[src/tmr_cfg.svh]
`ifndef TMR_CFG_SVH
`define TMR_CFG_SVH

// ==========================================================================
// receiver geometry
// ==========================================================================

// byte position of the copy number in a frame, from 0
`define ID_OFFSET 4

// payload bytes kept per copy
`define BANK_DEPTH 64

// must cover BANK_DEPTH - 1
`define BANK_ADDR_W 6

`endif

[src/rx_frame_pkg.sv]
`include "tmr_cfg.svh"

package rx_frame_pkg;

	// ======================================================================
	// receive side types
	// ======================================================================

	typedef logic [7:0] byte_t;
	typedef logic [1:0] copy_id_t;                 // 1..3, 0 never stored
	typedef logic [`BANK_ADDR_W-1:0] bank_addr_t;
	typedef logic [`BANK_ADDR_W:0] pay_len_t;      // one extra bit for a full bank

	// one payload byte into one bank
	typedef struct packed {
		logic       we;
		copy_id_t   id;
		bank_addr_t addr;
		byte_t      data;
	} bank_write_t;

	// end of an accepted frame
	typedef struct packed {
		logic     done;
		copy_id_t id;
		pay_len_t len;
	} frame_end_t;

endpackage

[src/vote_pkg.sv]
package vote_pkg;

	import rx_frame_pkg::*;

	// ======================================================================
	// voting side types
	// ======================================================================

	// bit 0 is copy 1
	typedef logic [2:0] copy_mask_t;

	// close or discard of a group; an empty mask means lost
	typedef struct packed {
		logic           start;
		copy_mask_t     mask;
		pay_len_t [2:0] len;    // len[0] belongs to copy 1
	} vote_req_t;

	// where the open group stands
	typedef enum logic [1:0] {
		GRP_EMPTY,              // no copy seen yet
		GRP_LAST1,              // last accepted copy was 1
		GRP_LAST2               // last accepted copy was 2
	} group_state_t;

	typedef enum logic [1:0] {
		S_IDLE,
		S_COMPARE,              // read all banks, clear agree flags
		S_DECIDE,               // pick winner or flag lost
		S_SEND                  // stream the winning bank
	} send_state_t;

endpackage

[src/frame_parser.sv]
`timescale 1ns/1ps
`include "tmr_cfg.svh"

module frame_parser
	import rx_frame_pkg::*;
(
	input  logic        clk,
	input  logic        rst_n,
	input  logic        rx_en,
	input  byte_t       rx_data,
	input  logic        busy,
	output bank_write_t wr,
	output frame_end_t  fend
);

	localparam int OFF_W = $clog2(`ID_OFFSET + 2);
	localparam logic [OFF_W-1:0] ID_POS = OFF_W'(`ID_OFFSET);
	localparam pay_len_t DEPTH = pay_len_t'(`BANK_DEPTH);

	logic             rx_en_q;
	byte_t            rx_data_q;
	logic [OFF_W-1:0] off;          // saturates one past the ID byte
	logic             drop;
	logic             id_ok;
	copy_id_t         id_q;
	pay_len_t         cnt;          // payload bytes stored so far

	logic first_byte;
	logic drop_now;
	logic id_byte;
	logic id_valid;
	logic pay_byte;

	assign first_byte = rx_en_q && (off == '0);
	assign drop_now   = first_byte ? busy : drop;   // busy only counts at frame start
	assign id_byte    = rx_en_q && (off == ID_POS);
	assign id_valid   = (rx_data_q[3:0] >= 4'd1) && (rx_data_q[3:0] <= 4'd3);
	assign pay_byte   = rx_en_q && (off > ID_POS) && id_ok;

	always_ff @(posedge clk) begin
		rx_data_q <= rx_data;
	end

	always_ff @(posedge clk or negedge rst_n) begin
		if (!rst_n) begin
			rx_en_q <= 1'b0;
			off     <= '0;
			drop    <= 1'b0;
			id_ok   <= 1'b0;
			id_q    <= '0;
			cnt     <= '0;
		end else begin
			rx_en_q <= rx_en;
			if (rx_en_q) begin
				if (off <= ID_POS)
					off <= off + 1'b1;
				if (first_byte)
					drop <= busy;
				if (id_byte) begin
					id_ok <= !drop_now && id_valid;
					id_q  <= rx_data_q[1:0];
				end
				if (pay_byte && (cnt < DEPTH))
					cnt <= cnt + 1'b1;
			end else begin
				// gap between frames, rearm
				off   <= '0;
				drop  <= 1'b0;
				id_ok <= 1'b0;
				cnt   <= '0;
			end
		end
	end

	// bytes past a full bank are not written
	assign wr.we   = pay_byte && (cnt < DEPTH);
	assign wr.id   = id_q;
	assign wr.addr = cnt[`BANK_ADDR_W-1:0];
	assign wr.data = rx_data_q;

	// id_ok drops on this edge, so done lasts one cycle
	assign fend.done = !rx_en_q && id_ok;
	assign fend.id   = id_q;
	assign fend.len  = cnt;

endmodule

[src/copy_banks.sv]
`timescale 1ns/1ps
`include "tmr_cfg.svh"

module copy_banks
	import rx_frame_pkg::*;
(
	input  logic        clk,
	input  bank_write_t wr,
	input  bank_addr_t  rd_addr,
	output byte_t [2:0] rd_data
);

	// ======================================================================
	// three payload memories, one per copy number
	// ======================================================================

	byte_t mem [3][`BANK_DEPTH];

	always_ff @(posedge clk) begin
		for (int b = 0; b < 3; b++) begin
			if (wr.we && (wr.id == copy_id_t'(b + 1)))
				mem[b][wr.addr] <= wr.data;
			rd_data[b] <= mem[b][rd_addr];  // all banks read together
		end
	end

endmodule

[src/copy_tracker.sv]
`timescale 1ns/1ps

module copy_tracker
	import rx_frame_pkg::*, vote_pkg::*;
(
	input  logic       clk,
	input  logic       rst_n,
	input  frame_end_t fend,
	output vote_req_t  req
);

	group_state_t   state;
	copy_mask_t     mask;           // copies in the open group
	pay_len_t [2:0] len;
	pay_len_t [2:0] len_next;

	copy_mask_t   id_bit;
	group_state_t open_state;
	logic         out_of_order;

	assign id_bit     = copy_mask_t'(3'b001 << (fend.id - 2'd1));
	assign open_state = (fend.id == 2'd1) ? GRP_LAST1 : GRP_LAST2;

	// copy number not above the last one seen
	assign out_of_order = ((state == GRP_LAST1) && (fend.id <= 2'd1)) ||
	                      ((state == GRP_LAST2) && (fend.id <= 2'd2));

	always_comb begin
		len_next = len;
		len_next[fend.id - 2'd1] = fend.len;
	end

	always_ff @(posedge clk) begin
		if (fend.done)
			len <= len_next;
	end

	// ======================================================================
	// group FSM
	// ======================================================================

	always_ff @(posedge clk or negedge rst_n) begin
		if (!rst_n) begin
			state <= GRP_EMPTY;
			mask  <= '0;
			req   <= '0;
		end else begin
			req.start <= 1'b0;
			if (fend.done) begin
				if (out_of_order) begin
					// old group is lost, this frame opens a new one
					req.start <= 1'b1;
					req.mask  <= '0;
					mask      <= id_bit;
					state     <= open_state;
				end else if (fend.id == 2'd3) begin
					req.start <= 1'b1;
					req.mask  <= mask | id_bit;
					req.len   <= len_next;
					mask      <= '0;
					state     <= GRP_EMPTY;
				end else begin
					mask  <= mask | id_bit;
					state <= open_state;
				end
			end
		end
	end

endmodule

[src/vote_sender.sv]
`timescale 1ns/1ps

module vote_sender
	import rx_frame_pkg::*, vote_pkg::*;
(
	input  logic        clk,
	input  logic        rst_n,
	input  vote_req_t   req,
	input  byte_t [2:0] rd_data,
	output bank_addr_t  rd_addr,
	output logic        busy,
	output byte_t       out_data,
	output logic        out_en,
	output logic        lost
);

	send_state_t    state;
	copy_mask_t     mask_q;
	pay_len_t [2:0] len_q;
	logic [2:0]     agree;          // {2v3, 1v3, 1v2}
	logic [1:0]     sel;            // winning bank, 0 is copy 1
	pay_len_t       pass_len;       // addresses to read in this pass
	pay_len_t       cnt;
	bank_addr_t     rd_pos;         // address behind rd_data
	logic           rd_valid;

	pay_len_t   max_len;
	logic [1:0] win;
	logic       win_ok;
	logic [2:0] in_len;
	logic       pass_done;

	assign busy      = (state != S_IDLE);
	assign pass_done = (cnt == pass_len);

	// longest copy present in the request
	always_comb begin
		max_len = '0;
		for (int k = 0; k < 3; k++) begin
			if (req.mask[k] && (req.len[k] > max_len))
				max_len = req.len[k];
		end
	end

	assign in_len[0] = {1'b0, rd_pos} < len_q[0];
	assign in_len[1] = {1'b0, rd_pos} < len_q[1];
	assign in_len[2] = {1'b0, rd_pos} < len_q[2];

	// ======================================================================
	// winner order
	// ======================================================================

	always_comb begin
		win    = 2'd0;
		win_ok = 1'b1;
		case (mask_q)
			3'b111: begin
				if (agree[0] || agree[1])
					win = 2'd0;
				else if (agree[2])
					win = 2'd1;
				else
					win_ok = 1'b0;
			end
			3'b011: win_ok = agree[0];
			3'b101: win_ok = agree[1];
			3'b110: begin
				win    = 2'd1;
				win_ok = agree[2];
			end
			default: win_ok = 1'b0;  // empty, single copy
		endcase
	end

	always_ff @(posedge clk) begin
		out_data <= rd_data[sel];
	end

	// ======================================================================
	// sender FSM
	// ======================================================================

	always_ff @(posedge clk or negedge rst_n) begin
		if (!rst_n) begin
			state    <= S_IDLE;
			mask_q   <= '0;
			len_q    <= '0;
			agree    <= '0;
			sel      <= '0;
			pass_len <= '0;
			cnt      <= '0;
			rd_addr  <= '0;
			rd_pos   <= '0;
			rd_valid <= 1'b0;
			out_en   <= 1'b0;
			lost     <= 1'b0;
		end else begin
			lost   <= 1'b0;
			out_en <= (state == S_SEND) && rd_valid;
			rd_pos <= rd_addr;
			case (state)
				S_IDLE: begin
					if (req.start) begin
						mask_q   <= req.mask;
						len_q    <= req.len;
						agree    <= {req.len[1] == req.len[2],
						             req.len[0] == req.len[2],
						             req.len[0] == req.len[1]};
						pass_len <= max_len;
						cnt      <= '0;
						rd_addr  <= '0;
						rd_valid <= 1'b0;
						state    <= S_COMPARE;
					end
				end
				S_COMPARE: begin
					if (rd_valid) begin
						if (in_len[0] && in_len[1] && (rd_data[0] != rd_data[1]))
							agree[0] <= 1'b0;
						if (in_len[0] && in_len[2] && (rd_data[0] != rd_data[2]))
							agree[1] <= 1'b0;
						if (in_len[1] && in_len[2] && (rd_data[1] != rd_data[2]))
							agree[2] <= 1'b0;
					end
					if (pass_done) begin
						rd_valid <= 1'b0;
						state    <= S_DECIDE;
					end else begin
						rd_valid <= 1'b1;
						cnt      <= cnt + 1'b1;
						rd_addr  <= rd_addr + 1'b1;
					end
				end
				S_DECIDE: begin
					if (!win_ok) begin
						lost  <= 1'b1;
						state <= S_IDLE;
					end else if (len_q[win] == '0) begin
						state <= S_IDLE;    // empty payload, nothing to send
					end else begin
						sel      <= win;
						pass_len <= len_q[win];
						cnt      <= '0;
						rd_addr  <= '0;
						state    <= S_SEND;
					end
				end
				S_SEND: begin
					// same read pipeline as the compare pass
					if (pass_done) begin
						rd_valid <= 1'b0;
						state    <= S_IDLE;
					end else begin
						rd_valid <= 1'b1;
						cnt      <= cnt + 1'b1;
						rd_addr  <= rd_addr + 1'b1;
					end
				end
				default: state <= S_IDLE;
			endcase
		end
	end

endmodule

[src/tmr_rx_top.sv]
`timescale 1ns/1ps

module tmr_rx_top
	import rx_frame_pkg::*, vote_pkg::*;
(
	input  logic  clk,
	input  logic  rst_n,
	input  logic  rx_en,
	input  byte_t rx_data,
	output byte_t out_data,
	output logic  out_en,
	output logic  lost,
	output logic  busy
);

	bank_write_t wr;
	frame_end_t  fend;
	vote_req_t   req;
	bank_addr_t  rd_addr;
	byte_t [2:0] rd_data;

	frame_parser u_parser (
		.clk     (clk),
		.rst_n   (rst_n),
		.rx_en   (rx_en),
		.rx_data (rx_data),
		.busy    (busy),
		.wr      (wr),
		.fend    (fend)
	);

	copy_banks u_banks (
		.clk     (clk),
		.wr      (wr),
		.rd_addr (rd_addr),
		.rd_data (rd_data)
	);

	copy_tracker u_tracker (
		.clk   (clk),
		.rst_n (rst_n),
		.fend  (fend),
		.req   (req)
	);

	vote_sender u_sender (
		.clk      (clk),
		.rst_n    (rst_n),
		.req      (req),
		.rd_data  (rd_data),
		.rd_addr  (rd_addr),
		.busy     (busy),
		.out_data (out_data),
		.out_en   (out_en),
		.lost     (lost)
	);

endmodule

[config.mk]
export PLATFORM = sky130hd
export DESIGN_NAME = tmr_rx_top
export DESIGN_NICKNAME = d
export VERILOG_FILES = /design/src/rx_frame_pkg.sv /design/src/vote_pkg.sv /design/src/frame_parser.sv /design/src/copy_banks.sv /design/src/copy_tracker.sv /design/src/vote_sender.sv /design/src/tmr_rx_top.sv
export VERILOG_INCLUDE_DIRS = /design/src /design/src/src
export SDC_FILE = /design/constraint.sdc
export NUM_CORES = 2
export LEC_CHECK = 0
export BUFFER_PORTS_ARGS = -buffer_cell sky130_fd_sc_hd__clkbuf_2
export CAP_MARGIN = 20
export CORE_MARGIN = 5
export CORE_UTILIZATION = 40
export CTS_CLUSTER_DIAMETER = 80
export DETAILED_ROUTE_END_ITERATION = 16
export HOLD_SLACK_MARGIN = 0.12
export PLACE_DENSITY = 0.66
export SLEW_MARGIN = 20
export SYNTH_ARGS = -nofsm -noshare
export SYNTH_HDL_FRONTEND = slang
export SYNTH_HIERARCHICAL = 1
export SYNTH_SLANG_ARGS = --single-unit
export TNS_END_PERCENT = 100
[constraint.sdc]
create_clock -name clk -period 3.7 [get_ports clk]
set_input_delay 0.74 -clock clk [delete_from_list [all_inputs] [get_ports clk]]
set_output_delay 0.74 -clock clk [all_outputs]
set_load 0.02 [all_outputs]
**Word level (Yosys, flattened, before mapping)**

Memory sizes are Yosys's and may differ from the RTL's.
Index checks and enable logic that the tools add are counted.

- Register bits: 166
- RAM bits: 1,536
- Bits of input ports: 11
- Output and inout bits: 11
- Logic and storage cells: 241
- Memories: 1

Memory list:

| name | depth | bits a word | read ports | clocked after memory_dff | write ports | RTL line | RTL |
|---|---|---|---|---|---|---|---|
| u_banks.mem | 3 | 512 | 3 | 0 | 1 | copy_banks.sv:17 | `` byte_t mem [3][`BANK_DEPTH]; `` |

- Add/sub/neg operators: 5
- Order comparisons: 20
- Eq/ne operators: 33
- Shift-type cells: 1
- Mux-type cells: 87
- Bitwise operators: 5
- Reduce and logical (&&, ||, !) cells: 52

Operator list:

| operator | number |
|---|---|
| 2-to-1 mux 512 bit | 7 |
| OR reduction 512 bit | 2 |
| binary-select mux 8 bit (select 6 bit) | 3 |
| 2-to-1 mux 7 bit | 14 |
| 2-to-1 mux 8 bit | 8 |
| 2-to-1 mux 25 bit | 2 |
| demux 8 bit (select 6 bit) | 1 |
| == test 7 bit | 4 |
| logical AND 1 bit | 25 |
| 2-to-1 mux 6 bit | 4 |
| inequality test 8 bit | 3 |
| 2-to-1 mux 2 bit | 11 |
| bitwise mux 21 bit | 1 |
| less-than comparator 6 x 7 -> 1 bit | 3 |
| 2-to-1 mux 21 bit | 1 |
| case mux 7 bit (3 select lines) | 1 |
| AND reduction 4 bit | 5 |
| 2-to-1 mux 3 bit | 6 |
| case mux 6 bit (3 select lines) | 1 |
| 2-to-1 mux 1 bit | 17 |
| binary-select mux 8 bit (select 2 bit) | 1 |
| inequality test 2 x 1 -> 1 bit (second input constant) | 8 |
| adder 7 x 1 -> 7 bit (second input constant) | 2 |
| binary-select mux 7 bit (select 2 bit) | 1 |
| other kinds (42) | 72 |

**Longest topological paths before layout**

- Word-level depth: 11
- Mapped depth: 18
- Gate-level depth less buffers: 15

**Hierarchy**

The synthesis kept the hierarchy.

Modules (own cells, without submodules):

| module | times used | cells an instance | area an instance (µm²) | seq. area each (µm²) |
|---|---|---|---|---|
| copy_banks | 1 | 2,726 | 59,980.0 | 46,604.7 |
| vote_sender | 1 | 460 | 4,200.3 | 1,636.6 |
| copy_tracker | 1 | 111 | 1,850.5 | 1,146.1 |
| frame_parser | 1 | 85 | 979.7 | 535.5 |

**Worst setup path after synthesis**

OpenSTA, ideal clock, no wires.

- Kind: reg2reg
- From: register, netlist name u_tracker/req[21]
- To: register u_sender.pass_len[1]
- Setup time: 0.126 ns
- Data arrival time: 3.458 ns
- Required time: 3.574 ns
- Setup slack: 0.116 ns
- Cell stages (with the launch flop): 19
- Path buffers: 3
- Period minus slack after synthesis: 3.584 ns
- Path through: dfrtp_1 clkbuf_1 nand2_1 ha_1 a21oi_1 o21ai_1 o221ai_2 clkbuf_1 nor2_1 a31oi_1 ha_1 and4_1 nand3_1 nor2_1 mux2i_1 o211ai_2 buf_6 o21a_1 a221o_1

- Word-level cells in the longest chain between the ends: 10

Ends and longest elaborated chain:

| element | RTL line | RTL |
|---|---|---|
| logical AND 1 bit (*) | vote_sender.sv:40 | `if (req.mask[k] && (req.len[k] > max_len))` |
| 2-to-1 mux 7 bit (*) | vote_sender.sv:40 |  |
| greater-than comparator 7 bit | vote_sender.sv:40 |  |
| logical AND 1 bit | vote_sender.sv:40 |  |
| 2-to-1 mux 7 bit (*) | vote_sender.sv:40 |  |
| greater-than comparator 7 bit | vote_sender.sv:40 |  |
| logical AND 1 bit | vote_sender.sv:40 |  |
| 2-to-1 mux 7 bit (*) | vote_sender.sv:40 |  |
| 2-to-1 mux 7 bit (*) | vote_sender.sv:103 | `if (req.start) begin` |
| case mux 7 bit (2 select lines) (*) | vote_sender.sv:101 | `case (state)` |
| to (signal assigned) | vote_sender.sv:109 | `pass_len <= max_len;` |
| to (signal assigned) | vote_sender.sv:142 | `pass_len <= len_q[win];` |
| to (decl) | vote_sender.sv:22 | `pay_len_t pass_len;` |

Mark *: on every way between the ends. The rest lies on a longest branch, timed or not. The select of a mux whose other input is x is not followed.
A chain may end at the register's enable or synchronous reset.

**Worst setup path in the final report**

- From: register, netlist name u_tracker/req[21]
- To: register u_sender.pass_len[3]

- Word-level cells in the longest chain between the ends: 10

Ends and longest elaborated chain:

| element | RTL line |
|---|---|
| logical AND 1 bit (*) | vote_sender.sv:40 |
| 2-to-1 mux 7 bit (*) | vote_sender.sv:40 |
| greater-than comparator 7 bit | vote_sender.sv:40 |
| logical AND 1 bit | vote_sender.sv:40 |
| 2-to-1 mux 7 bit (*) | vote_sender.sv:40 |
| greater-than comparator 7 bit | vote_sender.sv:40 |
| logical AND 1 bit | vote_sender.sv:40 |
| 2-to-1 mux 7 bit (*) | vote_sender.sv:40 |
| 2-to-1 mux 7 bit (*) | vote_sender.sv:103 |
| case mux 7 bit (2 select lines) (*) | vote_sender.sv:101 |

Marks and branches as above.

==> summary.md <==
The register bit count reported by yosys was 1693. The tools report the data arrival time of the worst path as 4.27 ns. The run finished with clean final reports. After the first detailed-routing iteration, the DRC count stood at 3998.

The tools report the hold violation count in the final report as 0. In this run the horizontal extent of the chip is 419 um. In this run the remaining antenna-violating nets after routing total 0.

The worst setup path is launched from a register. Setup repair after global routing could not meet its margin everywhere. The run gives 22 as the number of top-level design ports.

The kind of cell with the highest combined delay along the critical path is compound AO/OA/AOI/OAI gates. The clock root buffer is clkbuf_16. The height of the chip is 419 um, and the share of the yosys chip area belonging to registers is 74.5%. Together, buffers and inverters on the worst path number 2. After synthesis the cells add up to 67000 sq um.

Clock skew on the completed layout was measured at 0.0238 ns. In the detailed route, the total length drawn on met2 is 77.5 mm. The most common flop cell mapped by yosys is edfxtp_1. The clock passes through at most 3 buffers. The remaining global-route overflow was 0. After detailed routing, the number of remaining DRC violations is 0. The tools report the TritonCTS sink count as 1693. The worst setup path is of the register to register kind.

After routing the design area is 77300 sq um. The run gives 6082 as the number of non-filler instances in the completed layout. In the synthesized netlist the async set-or-reset flop fraction comes to 6.08%.

The overall die area is 176000 sq um. The power density over the cells works out to 493 nW/um^2. STA classifies the critical path endpoint as a register. Summed over all cells, the static leakage comes to 0.0246 uW.

The initial utilization of the core area, before any placement, comes to 40.2%. The tools report the number of rows created at floorplan as 150. The final weighted congestion in routability-driven placement was 0.843. Share of the clock period used by the worst path after layout: 97.7%. In this run, CTS created clock tree buffers numbering 168. The layout overhead on the synthesized area is 15.3%, and the share of layout cells above drive strength 1 is 28.2%.

Sorting the synthesized cells by area gives the leading types as edfxtp_1 (69%), mux4_2 (13%), dfrtp_1 (3.8%). The logs give 34200 for the number of global-route vias before repair and 277 MHz for the maximum achievable frequency. For this block, wires on met1 add up to 64.6 mm. The net count reported at finish was 3777. In this run, distinct cell masters in the synthesized netlist total 76. TritonCTS built the clock tree. The Yosys step of the flow raised 6 warnings. The HPWL reported at the end of detailed placement was 101 mm; the number of nets produced by synthesis was 3426.

Once placement finished, the instance area stood at 71600 sq um. Port buffering added 21 buffers. IR analysis of the VDD net gives a maximum drop of 0.000418 V.

Yosys mapped a number of flops with a built-in enable equal to 1550. The maximum fanout along the worst path was 8; the wire length per cell after detailed routing was 25.9 um. Global-route usage over all layers: 17.9%. The final routed wirelength across all metal layers is 157 mm. The post-synthesis average cell area is 19.8 sq um. The synthesized design devotes to its leading area cell type 69.5% of total area. Measured against its own limit, the worst slew margin works out to 34.7%. Pin count of the biggest net entering global routing: 113. Counting I/O delays and the setup requirement, the final critical path takes 3.61 ns. The number of antenna violations at the first check in global routing was 8; the count of endpoints failing setup in the final report was 0. Path class of the lowest-slack min-delay path: register to register.

Dividing the detail-routed via count by the number of cells gives 5.56. The tools report the maximum level of the CTS H-tree as 4. For this block, the via count after detailed routing is 33800.

CTS clock-pin slew for the worst setup and hold paths: 0.06 ns. The tightest hold path in the finished design has a slack of 0.489 ns. The core region is 167000 sq um. In the synthesized netlist, the number of instances is 3382. The cell at the slowest stage of the critical path is dfrtp_2. For this run, the slowest stage of the critical path takes 0.47 ns. For the total of max-cap violations, the log shows 0.

The slew of the pin with the lowest slew margin is 0.979 ns. The signal on the critical path passes through buf_6 > and2_4 > ha_4 > nand3b_1 > a21oi_4 > o221ai_4 > nor2_1 > a31oi_2 > ha_1 > a21o_1 > a21o_1 > a21oi_2 > o21ai_1 > o211ai_2 > buf_6 > nand2_2 > a221o_1. Uppermost layer routed: met5.

The amount of wire on met3 after detailed routing was 11.3 mm; the final-report max-slew violation count was 0. For the required arrival time at the worst endpoint, the log shows 4.35 ns. The detailed-router iteration count before antenna repair was 5; the number of instances in the placed design was 5746. The later pin in the worst-skew pair is clocked with a latency of 0.79 ns.

The first global-routing pass estimated 232 mm of wire. The synthesized design spends more area on one cell type than any other, namely edfxtp_1.
[cells in the final DEF, fill, tap and decap left out, types with 7 or more instances in the layout]
cell type      Yosys  final
nand2_1          120    119
clkbuf_16          0    172
mux2i_1          122    122
nand2b_1          13     13
a22o_1            19     19
and3_1            20     20
a221oi_1          18     18
nor2_1           236    233
clkbuf_1          76     41
mux2_2            54     54
nand3b_1           9      9
o21ai_0           33     29
nor4_1            23     23
a22oi_1           33     33
nor3_1            13     12
a21oi_1           37     36
xnor2_1           30     30
o22ai_1           50     50
or3_1             13     13
inv_1             32     32
xor2_1            32     32
dfxtp_4            0      8
mux2_4            21     21
dfxtp_1           40     32
clkinvlp_4         0      7
dfrtp_1          103     98
ha_1              33     32
edfxtp_1        1550   1550
and2_1             8      7
nand3_1           19     17
clkinv_2           0     25
clkinv_1           0     40
nand4_1           12     12
nor2b_1           20     18
mux4_2           378    378
o21ai_1           19     22
dlygate4sd3_1      0     10
buf_12             0     25
buf_4             48    310
clkbuf_2           0     20
[Yosys cell counts, drive strengths merged (4+ instances only)]
cell type,instances
a21oi,40
nor2,237
nor3b,4
o211ai,8
a21o,5
dfxtp,40
nand2,121
a221oi,18
o22ai,50
nand2b,13
nand3,19
or3b,6
a31oi,5
and3b,4
xor2,32
mux4,378
o21a,6
nand3b,9
ha,33
mux2i,122
a22o,19
nor3,13
nor2b,20
and2,9
buf,113
o21ai,53
o221ai,4
clkbuf,77
dfrtp,103
nand4,13
mux2,76
and3,20
nor4,23
or3,13
a22oi,33
inv,33
xnor2,30
edfxtp,1550
a221o,5
[sequential cells by signal (all words and copies together) (netlist names), 3 cells and up]
name                count
u_banks/mem          1536
u_tracker/req          25
u_banks/rd_data        24
u_sender/len_q         21
u_tracker/len          14
u_parser/rx_data_q      8
u_sender/out_data       8
u_parser/cnt            7
u_sender/cnt            7
u_sender/pass_len       7
u_sender/rd_addr        6
u_sender/rd_pos         6
u_parser/off            3
u_sender/agree          3
u_sender/mask_q         3
[power breakdown]
| part | total, uW | internal [uW] | switching [uW] |
|---|---|---|---|
| registers | 21100 | 20900 | 170 |
| clock network | 16300 | 9120 | 7130 |
| logic | 711 | 212 | 500 |
[layer usage]
layer,vias to the layer above,GRT usage (%)
met5,-,0
met4,2,5.48
met3,233,3.73
met2,1287,29.2
met1,17800,24.3
li1,14500,-
[area by class of cell]
| type | instances | area (sq um) |
|---|---|---|
| clock buffers | 219 | 4540 |
| flip-flops and latches | 1693 | 50000 |
| well taps | 2204 | 2760 |
| multi-input cells | 1467 | 16000 |
| inverters | 33 | 124 |
| clock inverters | 91 | 719 |
| repair buffers | 370 | 3100 |
| fillers | 13600 | 89600 |
| diodes | 5 | 12.5 |
[worst paths after layout]
kind	from	endpoint	slack, ns	cells past startpoint
worst max register to register	u_tracker/req[21]	u_sender/pass_len[3]	0.09	17
worst max-delay path	u_tracker/req[21]	u_sender/pass_len[3]	0.09	17
worst min register to register	u_sender/len_q[20]	u_sender/len_q[20]	0.49	2
min in group asynchronous	rst_n	u_tracker/req[11]	0.54	2
worst min-delay path	u_sender/len_q[20]	u_sender/len_q[20]	0.49	2
max in group asynchronous	rst_n	u_sender/len_q[7]	2.34	3
[logic make-up after synthesis]
group | synth area share [%]
flops | 74.5
xor+xnor | 0.810
mux | 15.9
fa+ha+maj | 0.616
simple gates | 3.68
compound gates | 2.69
buf+inv | 1.79
[worst reg2reg max path, stage by stage (launching register included)]
cell and delay (ns):
dfrtp_2 0.47, buf_6 0.16, and2_4 0.16, ha_4 0.14, nand3b_1 0.21, a21oi_4 0.24, o221ai_4 0.18, nor2_1 0.19
a31oi_2 0.07, ha_1 0.34, a21o_1 0.19, a21o_1 0.16, a21oi_2 0.12, o21ai_1 0.09, o211ai_2 0.27, buf_6 0.16
nand2_2 0.04, a221o_1 0.31
[metrics by stage]
| stage | util [%] | TNS, ns | setup WS (ns) | power, uW |
|---|---|---|---|---|
| global route | 46.3 | -0.495 | -0.0886 | 39300 |
| detailed placement | 42.9 | 0 | 0.0706 | 22200 |
| global placement | 42.9 | 0 | 0.131 | 22200 |
| CTS | 46.1 | 0 | 0.0442 | 38400 |
| floorplan | - | 0 | 0.116 | 21900 |
| finish | 46.3 | 0 | 0.0853 | 38100 |
[what timing repair did]
action | in CTS | in global routing
gates resized for setup | 0 | 33
hold endpoints to repair | 61 | 0
hold buffers | 10 | 0
setup endpoints to repair | 0 | 7
buffers inserted | 0 | 8
(Power assumes the default switching activity.)
